### config.mk
export PLATFORM = sky130hd
export DESIGN_NAME = view_ctrl
export DESIGN_NICKNAME = d
export VERILOG_FILES = /design/src/img_core_pkg.sv /design/src/view_ctrl.sv
export SDC_FILE = /design/constraint.sdc
export NUM_CORES = 1
export LEC_CHECK = 0
export BUFFER_PORTS_ARGS = -buffer_cell sky130_fd_sc_hd__buf_2
export CAP_MARGIN = 20
export CELL_PAD_IN_SITES_DETAIL_PLACEMENT = 0
export CELL_PAD_IN_SITES_GLOBAL_PLACEMENT = 1
export CORE_MARGIN = 5
export CORE_UTILIZATION = 30
export DETAILED_ROUTE_END_ITERATION = 8
export PLACE_DENSITY_LB_ADDON = 0.1
export SLEW_MARGIN = 15
export SYNTH_ARGS = -nofsm -noshare
export SYNTH_HDL_FRONTEND = slang
export SYNTH_SLANG_ARGS = --single-unit
### constraint.sdc
create_clock -name i_clk -period 2.6 [get_ports i_clk]
set_input_delay 0.13 -clock i_clk [delete_from_list [all_inputs] [get_ports i_clk]]
set_output_delay 0.13 -clock i_clk [all_outputs]
set_load 0.05 [all_outputs]
### src/img_core_pkg.sv
`default_nettype none

package img_core_pkg;

    // --------------------------------------------------
    // image geometry
    // --------------------------------------------------
    localparam int IMG_W   = 8;
    localparam int IMG_H   = 8;
    localparam int IMG_C   = 32;
    localparam int IMG_PIX = IMG_W * IMG_H * IMG_C;

    // channel c sits in bank c mod 4
    localparam int BANK_COUNT = 4;
    localparam int BANK_WORDS = IMG_PIX / BANK_COUNT;

    // datapath widths
    localparam int PIX_W = 8;
    localparam int OUT_W = 14;
    localparam int ACC_W = 18;

    // largest window origin on either axis
    localparam int ORG_MAX = 6;

    // conv result is (sum + 8) >> 4
    localparam logic [ACC_W-1:0] ROUND_BIAS = 8;
    localparam int ROUND_SHIFT = 4;

    // --------------------------------------------------
    // opcodes
    // --------------------------------------------------
    localparam logic [3:0] OP_LOAD    = 4'd0;
    localparam logic [3:0] OP_ORG_R   = 4'd1;
    localparam logic [3:0] OP_ORG_L   = 4'd2;
    localparam logic [3:0] OP_ORG_U   = 4'd3;
    localparam logic [3:0] OP_ORG_D   = 4'd4;
    localparam logic [3:0] OP_SCALE_D = 4'd5;
    localparam logic [3:0] OP_SCALE_U = 4'd6;
    localparam logic [3:0] OP_DISPLAY = 4'd7;
    localparam logic [3:0] OP_CONV    = 4'd8;

    typedef enum logic [1:0] {
        DEPTH_8  = 2'd0,
        DEPTH_16 = 2'd1,
        DEPTH_32 = 2'd2
    } depth_e;

    // gaussian kernel, row major over ky then kx
    localparam logic [2:0] GAUSS_W [9] = '{
        3'd1, 3'd2, 3'd1,
        3'd2, 3'd4, 3'd2,
        3'd1, 3'd2, 3'd1
    };

    // --------------------------------------------------
    // bundles
    // --------------------------------------------------
    typedef struct packed {
        logic [$clog2(IMG_W)-1:0] origin_x;
        logic [$clog2(IMG_H)-1:0] origin_y;
        depth_e                   depth;
    } view_t;

    typedef struct packed {
        logic                          en;
        logic                          we;
        logic [$clog2(BANK_COUNT)-1:0] bank;
        logic [$clog2(BANK_WORDS)-1:0] addr;
        logic [PIX_W-1:0]              wdata;
    } mem_req_t;

    typedef struct packed {
        logic                    valid;
        logic signed [OUT_W-1:0] data;
    } pix_out_t;

    // number of active channels for a depth code
    function automatic logic [5:0] depth_chans(depth_e d);
        case (d)
            DEPTH_8:  return 6'd8;
            DEPTH_16: return 6'd16;
            default:  return 6'd32;
        endcase
    endfunction

endpackage

`default_nettype wire

### src/view_ctrl.sv
`timescale 1ns/1ps
`default_nettype none

module view_ctrl (
    input  wire                    i_clk,
    input  wire                    i_rst_n,
    input  wire                    i_op_valid,
    input  wire [3:0]              i_op_mode,
    input  wire                    i_idle,
    output img_core_pkg::view_t    o_view
);

    img_core_pkg::view_t view_q;

    always_ff @(posedge i_clk or negedge i_rst_n) begin
        if (!i_rst_n) begin
            view_q.origin_x <= '0;
            view_q.origin_y <= '0;
            view_q.depth    <= img_core_pkg::DEPTH_32;
        end else if (i_idle && i_op_valid) begin
            case (i_op_mode)
                // origin moves saturate at 0 and ORG_MAX
                img_core_pkg::OP_ORG_R: begin
                    if (view_q.origin_x < img_core_pkg::ORG_MAX) begin
                        view_q.origin_x <= view_q.origin_x + 3'd1;
                    end
                end
                img_core_pkg::OP_ORG_L: begin
                    if (view_q.origin_x != 3'd0) begin
                        view_q.origin_x <= view_q.origin_x - 3'd1;
                    end
                end
                // up means a smaller row index
                img_core_pkg::OP_ORG_U: begin
                    if (view_q.origin_y != 3'd0) begin
                        view_q.origin_y <= view_q.origin_y - 3'd1;
                    end
                end
                img_core_pkg::OP_ORG_D: begin
                    if (view_q.origin_y < img_core_pkg::ORG_MAX) begin
                        view_q.origin_y <= view_q.origin_y + 3'd1;
                    end
                end
                // depth steps 32 -> 16 -> 8 and back
                img_core_pkg::OP_SCALE_D: begin
                    if (view_q.depth == img_core_pkg::DEPTH_32) begin
                        view_q.depth <= img_core_pkg::DEPTH_16;
                    end else if (view_q.depth == img_core_pkg::DEPTH_16) begin
                        view_q.depth <= img_core_pkg::DEPTH_8;
                    end
                end
                img_core_pkg::OP_SCALE_U: begin
                    if (view_q.depth == img_core_pkg::DEPTH_8) begin
                        view_q.depth <= img_core_pkg::DEPTH_16;
                    end else if (view_q.depth == img_core_pkg::DEPTH_16) begin
                        view_q.depth <= img_core_pkg::DEPTH_32;
                    end
                end
                default: ;
            endcase
        end
    end

    assign o_view = view_q;

endmodule

`default_nettype wire

== Yosys cells after proc, flatten, opt, wreduce, memory -nomap -nowiden ==
Cells that the tools add are included.
Storage, ports and cells
  input port bits: 8
  register bits after elaboration: 8
  output and inout bits: 8
  logic and storage cells: 44
Cells by class
  equality and inequality tests: 14
  order comparisons: 2
  add/sub/neg operators: 4
  reduce and logical (&&, ||, !) cells: 10
  mux-type cells: 11
Operators by type and width (number)
  equality test 4 x 3 -> 1 bit (second input constant): 3
  2-to-1 mux 3 bit: 4
  case mux 3 bit (2 select lines): 2
  AND reduction 4 bit: 3
  equality test 4 x 2 -> 1 bit (second input constant): 2
  2-to-1 mux 2 bit: 4
  inequality test 2 bit (second input constant): 4
  adder 3 x 1 -> 3 bit (second input constant): 2
  < comparator 3 bit (second input constant): 2
  inequality test 3 bit (second input constant): 2
  nonzero test 2 bit: 3
  nonzero test 3 bit: 2
  subtractor 3 x 1 -> 3 bit (second input constant): 2
  equality test 4 x 1 -> 1 bit (second input constant): 1
  case mux 2 bit (2 select lines): 1
  equality test 2 x 1 -> 1 bit (second input constant): 1
  equality test 2 bit (second input constant): 1
  zero test 2 bit: 1
  logical AND 1 bit: 1

== Longest topological paths before layout ==
Gate-level depths: netlist (run 1).
  depth after elaboration: 4
  mapped depth: 7
  mapped depth without buffers: 7

== Worst setup path before layout (run 1) ==
Ideal clock, no wire load.
  kind: reg2reg
  start: reg view_q, in the netlist o_view[3]
  end: reg view_q, in the netlist o_view[4]
  arrival time: 1581 ps
  data required time: 2455 ps
  stages on the path, launching flop included: 7
  slack: 874 ps
  period minus slack after synthesis: 1726 ps
  buffers on the path: 0
  setup time: 145 ps
  cell sequence: dfrtp_1 > xnor2_1 > ha_1 > nor2_1 > mux2i_1 > a2111oi_2 > xor2_1
Between the ends
  longest elaborated chain between the ends: 3
  elaborated cells between the ends (all ways): 10
  those cells by class: add/sub (2); order compare (1); eq/ne (2); mux (3); reduce/logical (2)
RTL lines
  start: declaration: line view_ctrl.sv:13  | img_core_pkg::view_t view_q;
  adder 3 x 1 -> 3 bit (tied with other cells): line view_ctrl.sv:41  | view_q.origin_y <= view_q.origin_y + 3'd1;
  2-to-1 mux 3 bit (tied with other cells): line view_ctrl.sv:40  | if (view_q.origin_y < img_core_pkg::ORG_MAX) begin
  case mux 3 bit (2 select lines) / AND reduction 4 bit (equally long branches)
Parallel ways exist; a longest one is shown, timed or not. The select of a mux whose other input is x is not followed.
A chain may end at the register's enable or synchronous reset.

== Worst setup path in the final report (run 1) ==
  start: reg view_q, in the netlist o_view[5]
  end: reg view_q, in the netlist o_view[6]
Between the ends
  longest elaborated chain between the ends: 3
  elaborated cells between the ends (all ways): 10
  those cells by class: add/sub (2); order compare (1); eq/ne (2); mux (3); reduce/logical (2)
RTL lines
  subtractor 3 x 1 -> 3 bit (tied with other cells): line view_ctrl.sv:30  | view_q.origin_x <= view_q.origin_x - 3'd1;
  2-to-1 mux 3 bit (tied with other cells): line view_ctrl.sv:29  | if (view_q.origin_x != 3'd0) begin
  case mux 3 bit (2 select lines) / AND reduction 4 bit (equally long branches)
Parallel ways exist; a longest one is shown, timed or not. The select of a mux whose other input is x is not followed.

==> results of run 1 <==
## power by group through the flow
stage	Combinational [mW]	Clock, mW	Sequential [mW]
global route	0.415	0.121	0.245
detailed placement	0.392	0	0.240
floorplan	0.127	0	0.400
finish	0.388	0.105	0.235
CTS	0.394	0.111	0.238
global placement	0.393	0	0.239
## metal layers
layer,track usage (%),wire length (um),vias to the layer above
met1,9.93,490,213
met4,3.73,0,0
li1,-,-,226
met2,15.6,620,11
met3,4.09,66,0
met5,0,0,-
## cells in the mapped netlist, drive strengths merged
master / number / share of area [%]
dfrtp: 7 / 29
ha: 4 / 8.3
nor2: 4 / 2.5
xor2: 4 / 5.8
mux2: 3 / 5.6
mux2i: 3 / 5.0
nand2: 3 / 1.9
nor3: 3 / 3.3
nor4b: 3 / 9.0
a21oi: 2 / 2.3
inv: 2 / 1.3
xnor2: 2 / 2.9
a2111oi: 1 / 2.5
a211oi: 1 / 2.1
and3: 1 / 1.0
and4bb: 1 / 2.1
dfstp: 1 / 4.4
fa: 1 / 3.3
nand2b: 1 / 1.0
nand3b: 1 / 1.3
nor4: 1 / 2.1
o21ai: 1 / 0.83
or2b: 1 / 1.3
or3: 1 / 1.0
## area by class of cell
cell class                      instances  share of cell area, %
Clock buffer                            4                   3.52
Multi-Input combinational cell         42                   52.5
Tap cell                               27                   4.53
Sequential cell                         8                   27.0
Inverter                                2                   1.01
Timing Repair Buffer                   16                   11.4
## repair_timing
item | CTS | global route
resized for setup | 0 | 0
endpoints found under the setup margin | 0 | 0
hold buffers | 1 | 0
endpoints found under the hold margin | 8 | 0
## metrics by stage
step | cell area [um2] | instances | setup slack, ns
3_3_place_gp | 709 | 94 | 0.920
5_1_grt | 746 | 99 | 0.955
2_1_floorplan | 601 | 52 | 0.874
4_1_cts | 746 | 99 | 1.04
3_5_place_dp | 709 | 94 | 0.888
6_report | 746 | 99 | 1.06
## how the worst max path moves through the flow
stage	cells after the start	to	slack (ns)
final	4	o_view[6]$_DFFE_PN0P_	1.06
after detailed placement	8	o_view[4]$_DFFE_PN0P_	0.89
after global placement	4	o_view[6]$_DFFE_PN0P_	0.92
after global routing	6	o_view[4]$_DFFE_PN0P_	0.96
after CTS	4	o_view[6]$_DFFE_PN0P_	1.04
after floorplan	6	o_view[4]$_DFFE_PN0P_	0.87
## cell families after synthesis
| group | after synthesis | share of synthesized area (%) |
|---|---|---|
| simple gates | 20 | 26.5 |
| buf+inv | 2 | 1.25 |
| compound gates | 5 | 7.71 |
| mux | 6 | 10.6 |
| fa+ha+maj | 5 | 11.7 |
| xor+xnor | 6 | 8.75 |
| flops | 8 | 33.5 |
## worst reg2reg max path: stages, from the launching register on
cell	delay, ns
dfrtp_1	0.43
or3_1	0.40
a21oi_2	0.20
nor3_2	0.08
mux2_1	0.31
## placed cells by master (no fill, tap or decap), types with 2 or more instances in the layout
master,instances
buf_2,15
clkbuf_4,3
dfrtp_1,7
ha_1,4
inv_1,2
mux2_1,3
mux2i_1,3
nand2_1,3
nor2_1,4
nor3_1,2
nor4b_2,2
xnor2_1,2
xor2_1,4
==> run summary, run 1 <==
Reg2Reg Capture Point -> o_view[6]$_DFFE_PN0P_
Setup Fix Bufs, Post-CTS -> 0
Setup Skew -> 0.00145 ns
Die Span X -> 54.7 um
FF+latch area -> 201 um2
Period utilization -> 59.3%
Post-route setup TNS -> 0 ns
Clock group share of total power -> 14.4%
Worst slew pin tran -> 0.473 ns
Worst-path clk slew -> 0.06 ns
DR WL/cell -> 11.9 um
Worst min path class -> in -> async
Fmax -> 649 MHz
Post-Syn Nets -> 65
Initial antenna violation count -> 0
Final setup vio count -> 0
First-pass GRT wire length -> 1870 um
Mean post-synth cell area -> 11.5 um2
Vias in the first global route -> 426
Multi-input logic area -> 392 um2
Layout cells sized above 1 -> 37.5%
Max FFs per register -> 8
CORE AREA -> 1940 um2
Die Ht -> 54.7 um
Bufs on Longest Clock Path -> 2
P_leak -> 0.337 nW
Nets -> 86
Worst path cell trace -> or3_1, a21oi_2, nor3_2, mux2_1
Grt ovf -> 0
Synth cell types -> 27
DR DRC count -> 0
Hold Vio Cnt, Final -> 0
Seq pwr share -> 32.3%
TritonCTS clock tree -> done
Pwr Total -> 0.728 mW
Status -> completed
Finished Core Util -> 38.4%
Switch Pwr -> 0.381 mW
Initial DRC Count -> 11
H-tree depth -> 1
Mapped cell area -> 601 um2
Reg2Reg Depth -> 4
Vias -> 450
Mapped Cells -> 52
CP Capture Type -> register
I/O Buffers -> 15
First-pass detailed-route iteration total -> 4
CTS Sinks -> 8
HPWL Detailed -> 962 um
Crit Reg-Reg Startpoint -> o_view[5]$_DFFE_PN0P_
Final RePlAce weighted congestion -> 0.601
Clk root buf -> clkbuf_4
Ys Warns -> 0
Min Hold Slack -> 0.241 ns
Type of the worst setup path -> reg -> reg
Max-cap violations -> 0
Worst reg-to-reg setup slack -> 1.06 ns
Full die area -> 3000 um2
IO Count -> 16
Slowest stage delay, CP -> 0.43 ns
Sequential area share after synthesis -> 33.5%
Net Sw Frac -> 52.4%
Crit path DAT -> 1.68 ns
# rows -> 16
Logic pwr share -> 53.3%
Number of synthesized register bits -> 8
Max-Slew Margin vs Limit -> 68.4%
Tot GR Track Use -> 9.22%
Layout area overhead -> 24.2%
Ant diodes -> 0
RSZ-0062 raised after global routing -> no
Internal power -> 0.346 mW
Filler Cell Count -> 214
Vias per cell -> 4.55
Post-route ant nets -> 0
Peak supply drop -> 0.467 mV
Slew Limit Fails -> 0
Total CTS buffers -> 3
CP delay by family, top -> simple AND/OR/NAND/NOR gates
Pin count of the biggest net entering global routing -> 9
CP max stage cell -> dfrtp_1
Worst Setup SP -> o_view[5]$_DFFE_PN0P_
DRT Wirelength -> 1180 um
Initial Utilization -> 30.9%
Power Dens Cells -> 976 nW/um2
Worst skew pair latency -> 0.26 ns
CP Launch Type -> register
CP required -> 2.74 ns
Fin crit period -> 1.54 ns
Worst Path Buf+Inv -> 0
Crit path max fanout -> 4
No activity file was read; power rests on OpenSTA's default activity.
==> run 2: changes to the inputs <==
Clock period 2.6 ns to 1.3 ns, I/O delays scaled along.
==> run 2 against run 1 <==
  * Largest power group unchanged
  * Power increased by 140%
  * Largest cell class unchanged
  * Via count increased by 16%
  * Wire length increased by 19%
  * The run now ends with negative setup slack left
  * Highest routed layer unchanged
==> run summary, run 2 (same netlist as run 1, synthesis figures left out) <==
Worst reg-to-reg setup slack -> -0.19 ns (-1.24 ns)
Nets -> 103 (+20%)
Commonest non-fill, non-tap cell in the layout -> buf_4
Layout area overhead -> 56.7%
First-pass GRT wire length -> 2250 um (+20%)
Vias -> 523 (+16%)
CP delay by family, top -> simple AND/OR/NAND/NOR gates
Logic pwr share -> 61.2% (+7.9 points)
Hold Vio Cnt, Final -> 0 (unchanged)
Slew Limit Fails -> 0 (unchanged)
Grt ovf -> 0 (unchanged)
HPWL Detailed -> 1080 um (+12%)
Seq pwr share -> 27.0% (-5.3 points)
Levels on crit path -> 4 (unchanged)
Worst Path Buf+Inv -> 0 (unchanged)
Clock group share of total power -> 11.8% (-2.6 points)
Slowest stage delay, CP -> 0.44 ns (about the same)
CP Launch Type -> register
I/O Buffers -> 15 (unchanged)
Worst setup endpoint -> o_view[6]$_DFFE_PN0P_
Worst-path clk slew -> 0.06 ns (about the same)
Clk root buf -> clkbuf_4
Max-Slew Margin vs Limit -> 74.7% (+6.3 points)
TritonCTS clock tree -> done
Finished Layout Cells -> 116 (+17%)
DP Worst Slack -> -0.289 ns (-1.18 ns)
Die Ht -> 54.7 um (unchanged)
Total CTS buffers -> 3 (unchanged)
P_leak -> 0.426 nW (+26%)
Switch Pwr -> 0.860 mW (+130%)
# rows -> 16 (unchanged)
Net Sw Frac -> 48.8% (-3.6 points)
Crit path DAT -> 1.62 ns (-0.06 ns)
GRT met1 Usage -> 11.2% (+1.3 points)
Worst skew pair latency -> 0.26 ns (about the same)
Reg2Reg Capture Point -> o_view[6]$_DFFE_PN0P_
Placed instance count -> 111 (+18%)
Pin count of the biggest net entering global routing -> 9 (unchanged)
IO Count -> 16 (unchanged)
CP required -> 1.44 ns (-1.30 ns)
Crit Reg-Reg Startpoint -> o_view[6]$_DFFE_PN0P_
DR WL/cell -> 12.1 um (+1.6%)
Reg2Reg Depth -> 4 (unchanged)
CP Capture Type -> register
Post-route ant nets -> 0 (unchanged)
Failing checks -> negative setup slack
Bufs on Longest Clock Path -> 2 (unchanged)
CTS Sinks -> 8 (unchanged)
Power Dens Cells -> 1870 nW/um2 (+92%)
Layout cells sized above 1 -> 68.5% (+31 points)
DR DRC count -> 0 (unchanged)
Internal power -> 0.903 mW (+160%)
Fmax -> 673 MHz (+3.7%)
Worst Setup SP -> o_view[6]$_DFFE_PN0P_
Setup Fix Bufs, Post-CTS -> 0 (unchanged)
Crit path max fanout -> 4 (unchanged)
Tot GR Track Use -> 10.7% (+1.5 points)
Met3 GRT Util -> 4.90% (+0.82 points)
Min Hold Slack -> 0.181 ns (-0.0607 ns)
RSZ-0062 raised after global routing -> yes
Worst path cell trace -> or3_4, a21oi_4, nor3_2, mux2_4
Status -> complete, but fails checks
Met2 GRT Util -> 19.3% (+3.7 points)
First-pass detailed-route iteration total -> 3 (-1)
Die Span X -> 54.7 um (unchanged)
Final RePlAce weighted congestion -> 0.688 (+14%)
Worst min path class -> in -> async
Peak supply drop -> 0.891 mV (+91%)
Type of the worst setup path -> reg -> reg
Max FFs per register -> 8 (unchanged)
Vias in the first global route -> 544 (+28%)
Ant diodes -> 0 (unchanged)
DRT Wirelength -> 1400 um (+19%)
Initial antenna violation count -> 0 (unchanged)
Period utilization -> 114% (+55 points)
H-tree depth -> 1 (unchanged)
GRT busiest layer -> met2
CP max stage cell -> dfrtp_2
Max-cap violations -> 0 (unchanged)
Setup slack after layout -> -0.186 ns (-1.24 ns)
Setup Skew -> 0.00335 ns (+0.00190 ns)
Initial Utilization -> 30.9% (unchanged)
Most frequent cells in the layout -> 16 x buf_4, 15 x buf_2, 7 x dfrtp_2, 4 x xor2_1, 4 x nor2_1
Final setup vio count -> 7 (+7)
Worst slew pin tran -> 0.378 ns (-0.0946 ns)
CORE AREA -> 1940 um2 (unchanged)
Fin crit period -> 1.49 ns (-0.0555 ns)
Full die area -> 3000 um2 (unchanged)
Initial DRC Count -> 2 (-9)
Vias per cell -> 4.51 (-0.81%)
-- run 2: changes by cell type in the layout (fill, tap and decap cells not counted), sizes merged --
cell and change:
buf +17
-- run 2: area by class of cell --
cell class / instances / area, um2
tap: 27 / 33.8
inverter: 2 / 7.51
sequential: 8 / 210
timing repair buffer: 33 / 216
clock buffer: 4 / 26.3
fill: 201 / 1000
multi-input combinational: 42 / 447
-- run 2: timing repair --
item / in CTS / in global routing
hold buffers: 1 / 0
setup endpoints to repair: 7 / 8
gates resized for setup: 3 / 3
pin swaps: 5 / 5
cloned: 0 / 0
hold endpoints to repair: 8 / 0
-- run 2: worst min path at each step --
stage / from / to / cells after the start
after floorplan: i_rst_n / o_view[0]$_DFFE_PN0P_ / 0
after global placement: i_rst_n / o_view[0]$_DFFE_PN0P_ / 1
after detailed placement: i_rst_n / o_view[0]$_DFFE_PN0P_ / 1
after CTS: i_rst_n / o_view[2]$_DFFE_PN0P_ / 2
after global routing: i_rst_n / o_view[6]$_DFFE_PN0P_ / 2
final: i_rst_n / o_view[7]$_DFFE_PN0P_ / 2
-- run 2: power groups by stage --
stage	Sequential (mW)	Clock (mW)	Combinational [mW]
finish	0.476	0.209	1.08
global route	0.486	0.238	1.15
CTS	0.471	0.220	1.04
detailed placement	0.470	0	1.01
global placement	0.474	0	1.00
floorplan	0.852	0	0.274
-- run 2: metrics by stage --
stage                     utilization [%]  instance area, um2  TNS (ns)  total power, mW
after floorplan                         -                 633     -1.45             1.13
after global placement               44.8                 870     -1.25             1.48
after detailed placement             44.8                 870     -1.27             1.48
after CTS                            47.6                 925    -0.977             1.73
after global routing                 48.5                 941     -1.24             1.88
final                                48.5                 941    -0.832             1.76
-- run 2: routing by layer --
metal,share of wire [%],vias up
met3,4.0,0
met2,52,8
met5,0,-
li1,-,265
met1,44,250
met4,0,0
==> run 3: changes to the inputs <==
Settings changed: CORE_UTILIZATION 30 to 34, PLACE_DENSITY set to 0.7, PLACE_DENSITY_LB_ADDON 0.1 to not set.
==> run 3 against run 2 <==
  * The run still ends with negative setup slack left
  * Power grew 3.8%
  * Count of clock-buffer cells in the layout did not move
  * Maximum frequency decreased by 0.35%
  * Clock skew shrank 0.0025 ns
  * Clock power increased by 3%
  * Non-clock buffer count up 3
  * Setup slack lost 0.0052 ns
  * Sequential power increased by 2%
  * First-iteration DRC count is 100% lower
  * Die area is 9.7% lower
  * Via count rose by 2.3%
  * Critical path type unchanged
  * Critical endpoint unchanged
  * Largest cell class unchanged
  * Largest power group unchanged
==> run summary, run 3 (same netlist as run 1, synthesis figures left out) <==
Logic pwr share -> 61.7% (+0.5 points)
Max-cap violations -> 0 (unchanged)
Worst min path class -> in -> async
Layout area overhead -> 64.6%
Final setup vio count -> 8 (+1)
DR DRC count -> 0 (unchanged)
Pin count of the biggest net entering global routing -> 9 (unchanged)
Nets -> 106 (+2.9%)
Worst slew pin tran -> 0.390 ns (+0.0121 ns)
RSZ-0062 raised after global routing -> yes
Net Sw Frac -> 48.9% (+0.079 points)
Clk root buf -> clkbuf_4
First-pass GRT wire length -> 2470 um (+9.8%)
Status -> complete, but fails checks
Ant diodes -> 0 (unchanged)
Vias in the first global route -> 584 (+7.4%)
Die Span X -> 52.0 um (-5.0%)
Worst-path clk slew -> 0.06 ns (about the same)
First-pass detailed-route iteration total -> 1 (-2)
DRT Wirelength -> 1470 um (+5.0%)
Period utilization -> 115% (+0.40 points)
Bufs on Longest Clock Path -> 2 (unchanged)
Crit path max fanout -> 4 (unchanged)
# rows -> 15 (-1)
Max FFs per register -> 8 (unchanged)
Multi-input logic area -> 470 um2 (+5.3%)
Vias -> 535 (+2.3%)
Levels on crit path -> 4 (unchanged)
CTS Sinks -> 8 (unchanged)
Power Dens Cells -> 1850 nW/um2 (-1.2%)
TritonCTS clock tree -> done
H-tree depth -> 1 (unchanged)
Initial antenna violation count -> 0 (unchanged)
Initial DRC Count -> 0 (-2)
Crit path DAT -> 1.64 ns (+0.02 ns)
Layout cells sized above 1 -> 71.7% (+3.2 points)
FF+latch area -> 210 um2 (unchanged)
Placed instance count -> 110 (-0.90%)
CORE AREA -> 1710 um2 (-12%)
Die Ht -> 52.0 um (-5.0%)
Most frequent cells in the layout -> 18 x buf_4, 15 x buf_2, 7 x dfrtp_2, 4 x nor2_1
Final RePlAce weighted congestion -> 0.704 (+2.3%)
Post-route setup TNS -> -0.994 ns (-0.162 ns)
Type of the worst setup path -> reg -> reg
HPWL Detailed -> 1130 um (+4.8%)
CP Capture Type -> register
Max-Slew Margin vs Limit -> 73.9% (-0.81 points)
CP required -> 1.45 ns (about the same)
Setup Skew -> 0.000895 ns (-0.00246 ns)
Finished Layout Cells -> 117 (+0.86%)
Internal power -> 0.936 mW (+3.7%)
Failing checks -> negative setup slack
Vias per cell -> 4.57 (+1.4%)
Finished Cell Area -> 988 um2 (+5.1%)
CP max stage cell -> dfrtp_2
Tot GR Track Use -> 13.0% (+2.3 points)
Min Hold Slack -> 0.179 ns (-0.00198 ns)
Worst Path Buf+Inv -> 0 (unchanged)
Slew Limit Fails -> 0 (unchanged)
CP delay by family, top -> simple AND/OR/NAND/NOR gates
Slowest stage delay, CP -> 0.44 ns (about the same)
Total CTS buffers -> 3 (unchanged)
Worst path cell trace -> or3_4, a21oi_4, nor3_2, mux2_4
Commonest non-fill, non-tap cell in the layout -> buf_4
Full die area -> 2710 um2 (-9.7%)
Clock group share of total power -> 11.7% (about the same)
I/O Buffers -> 15 (unchanged)
DP Worst Slack -> -0.334 ns (-0.0440 ns)
Worst skew pair latency -> 0.26 ns (about the same)
Fin crit period -> 1.49 ns (+0.00522 ns)
Peak supply drop -> 1.33 mV (+49%)
Reg2Reg Depth -> 4 (unchanged)
P_leak -> 0.454 nW (+6.6%)
Setup slack after layout -> -0.191 ns (-0.00522 ns)
Seq pwr share -> 26.6% (-0.4 points)
Switch Pwr -> 0.895 mW (+4.0%)
Hold Vio Cnt, Final -> 0 (unchanged)
Filler Cell Count -> 167 (-17%)
Initial Utilization -> 35.2% (+4.2 points)
DR WL/cell -> 12.6 um (+4.1%)
Fmax -> 671 MHz (-0.35%)
Grt ovf -> 0 (unchanged)
Post-route ant nets -> 0 (unchanged)
IO Count -> 16 (unchanged)
Placed cell area -> 875 um2 (+0.58%)
CP Launch Type -> register
-- run 3: changes by cell type in the layout (fill, tap and decap cells not counted), sizes merged --
cell	before	now
buf	32	35
-- run 3: timing repair --
action,4_1_cts,5_1_grt
cloned,0,0
hold buffers,1,0
resized for setup,5,6
pin swaps,6,6
endpoints found under the hold margin,8,0
endpoints found under the setup margin,7,8
buffers inserted,2,0
-- run 3: cell type report --
type / instances / area share [%]
inverter: 2 / 0.759
multi-input combinational: 42 / 47.6
clock buffer: 4 / 2.66
sequential: 8 / 21.3
timing repair buffer: 36 / 24.6
tap: 25 / 3.16
-- run 3: stage by stage --
stage / power, mW / utilization, %
2_1_floorplan: 1.13 / -
3_3_place_gp: 1.44 / 51.2
3_5_place_dp: 1.46 / 51.2
4_1_cts: 1.77 / 56.0
5_1_grt: 1.96 / 57.9
6_report: 1.83 / 57.9
-- run 3: worst paths after layout --
| kind | from | end | slack [ns] |
|---|---|---|---|
| max in group asynchronous | i_rst_n | o_view[1]$_DFFE_PN1P_ | 0.88 |
| min reg2reg | o_view[4]$_DFFE_PN0P_ | o_view[4]$_DFFE_PN0P_ | 0.57 |
| min | i_rst_n | o_view[4]$_DFFE_PN0P_ | 0.18 |
| min in group i_clk | i_op_valid | o_view[7]$_DFFE_PN0P_ | 0.40 |
| max reg2reg | o_view[6]$_DFFE_PN0P_ | o_view[6]$_DFFE_PN0P_ | -0.19 |
| max | o_view[6]$_DFFE_PN0P_ | o_view[6]$_DFFE_PN0P_ | -0.19 |
-- run 3: per-layer routing --
metal | routed length, um | vias up | track usage, %
met5 | 0 | - | 0
met4 | 8 | 0 | 3.93
met3 | 76 | 2 | 5.16
met2 | 823 | 11 | 23.4
met1 | 562 | 255 | 13.7
li1 | - | 267 | -
-- run 3: power by group through the flow --
stage	sequential [mW]	clock, mW	combinational, mW
floorplan	0.852	0	0.274
global placement	0.475	0	0.967
detailed placement	0.476	0	0.983
CTS	0.477	0.222	1.07
global route	0.512	0.236	1.22
finish	0.487	0.215	1.13
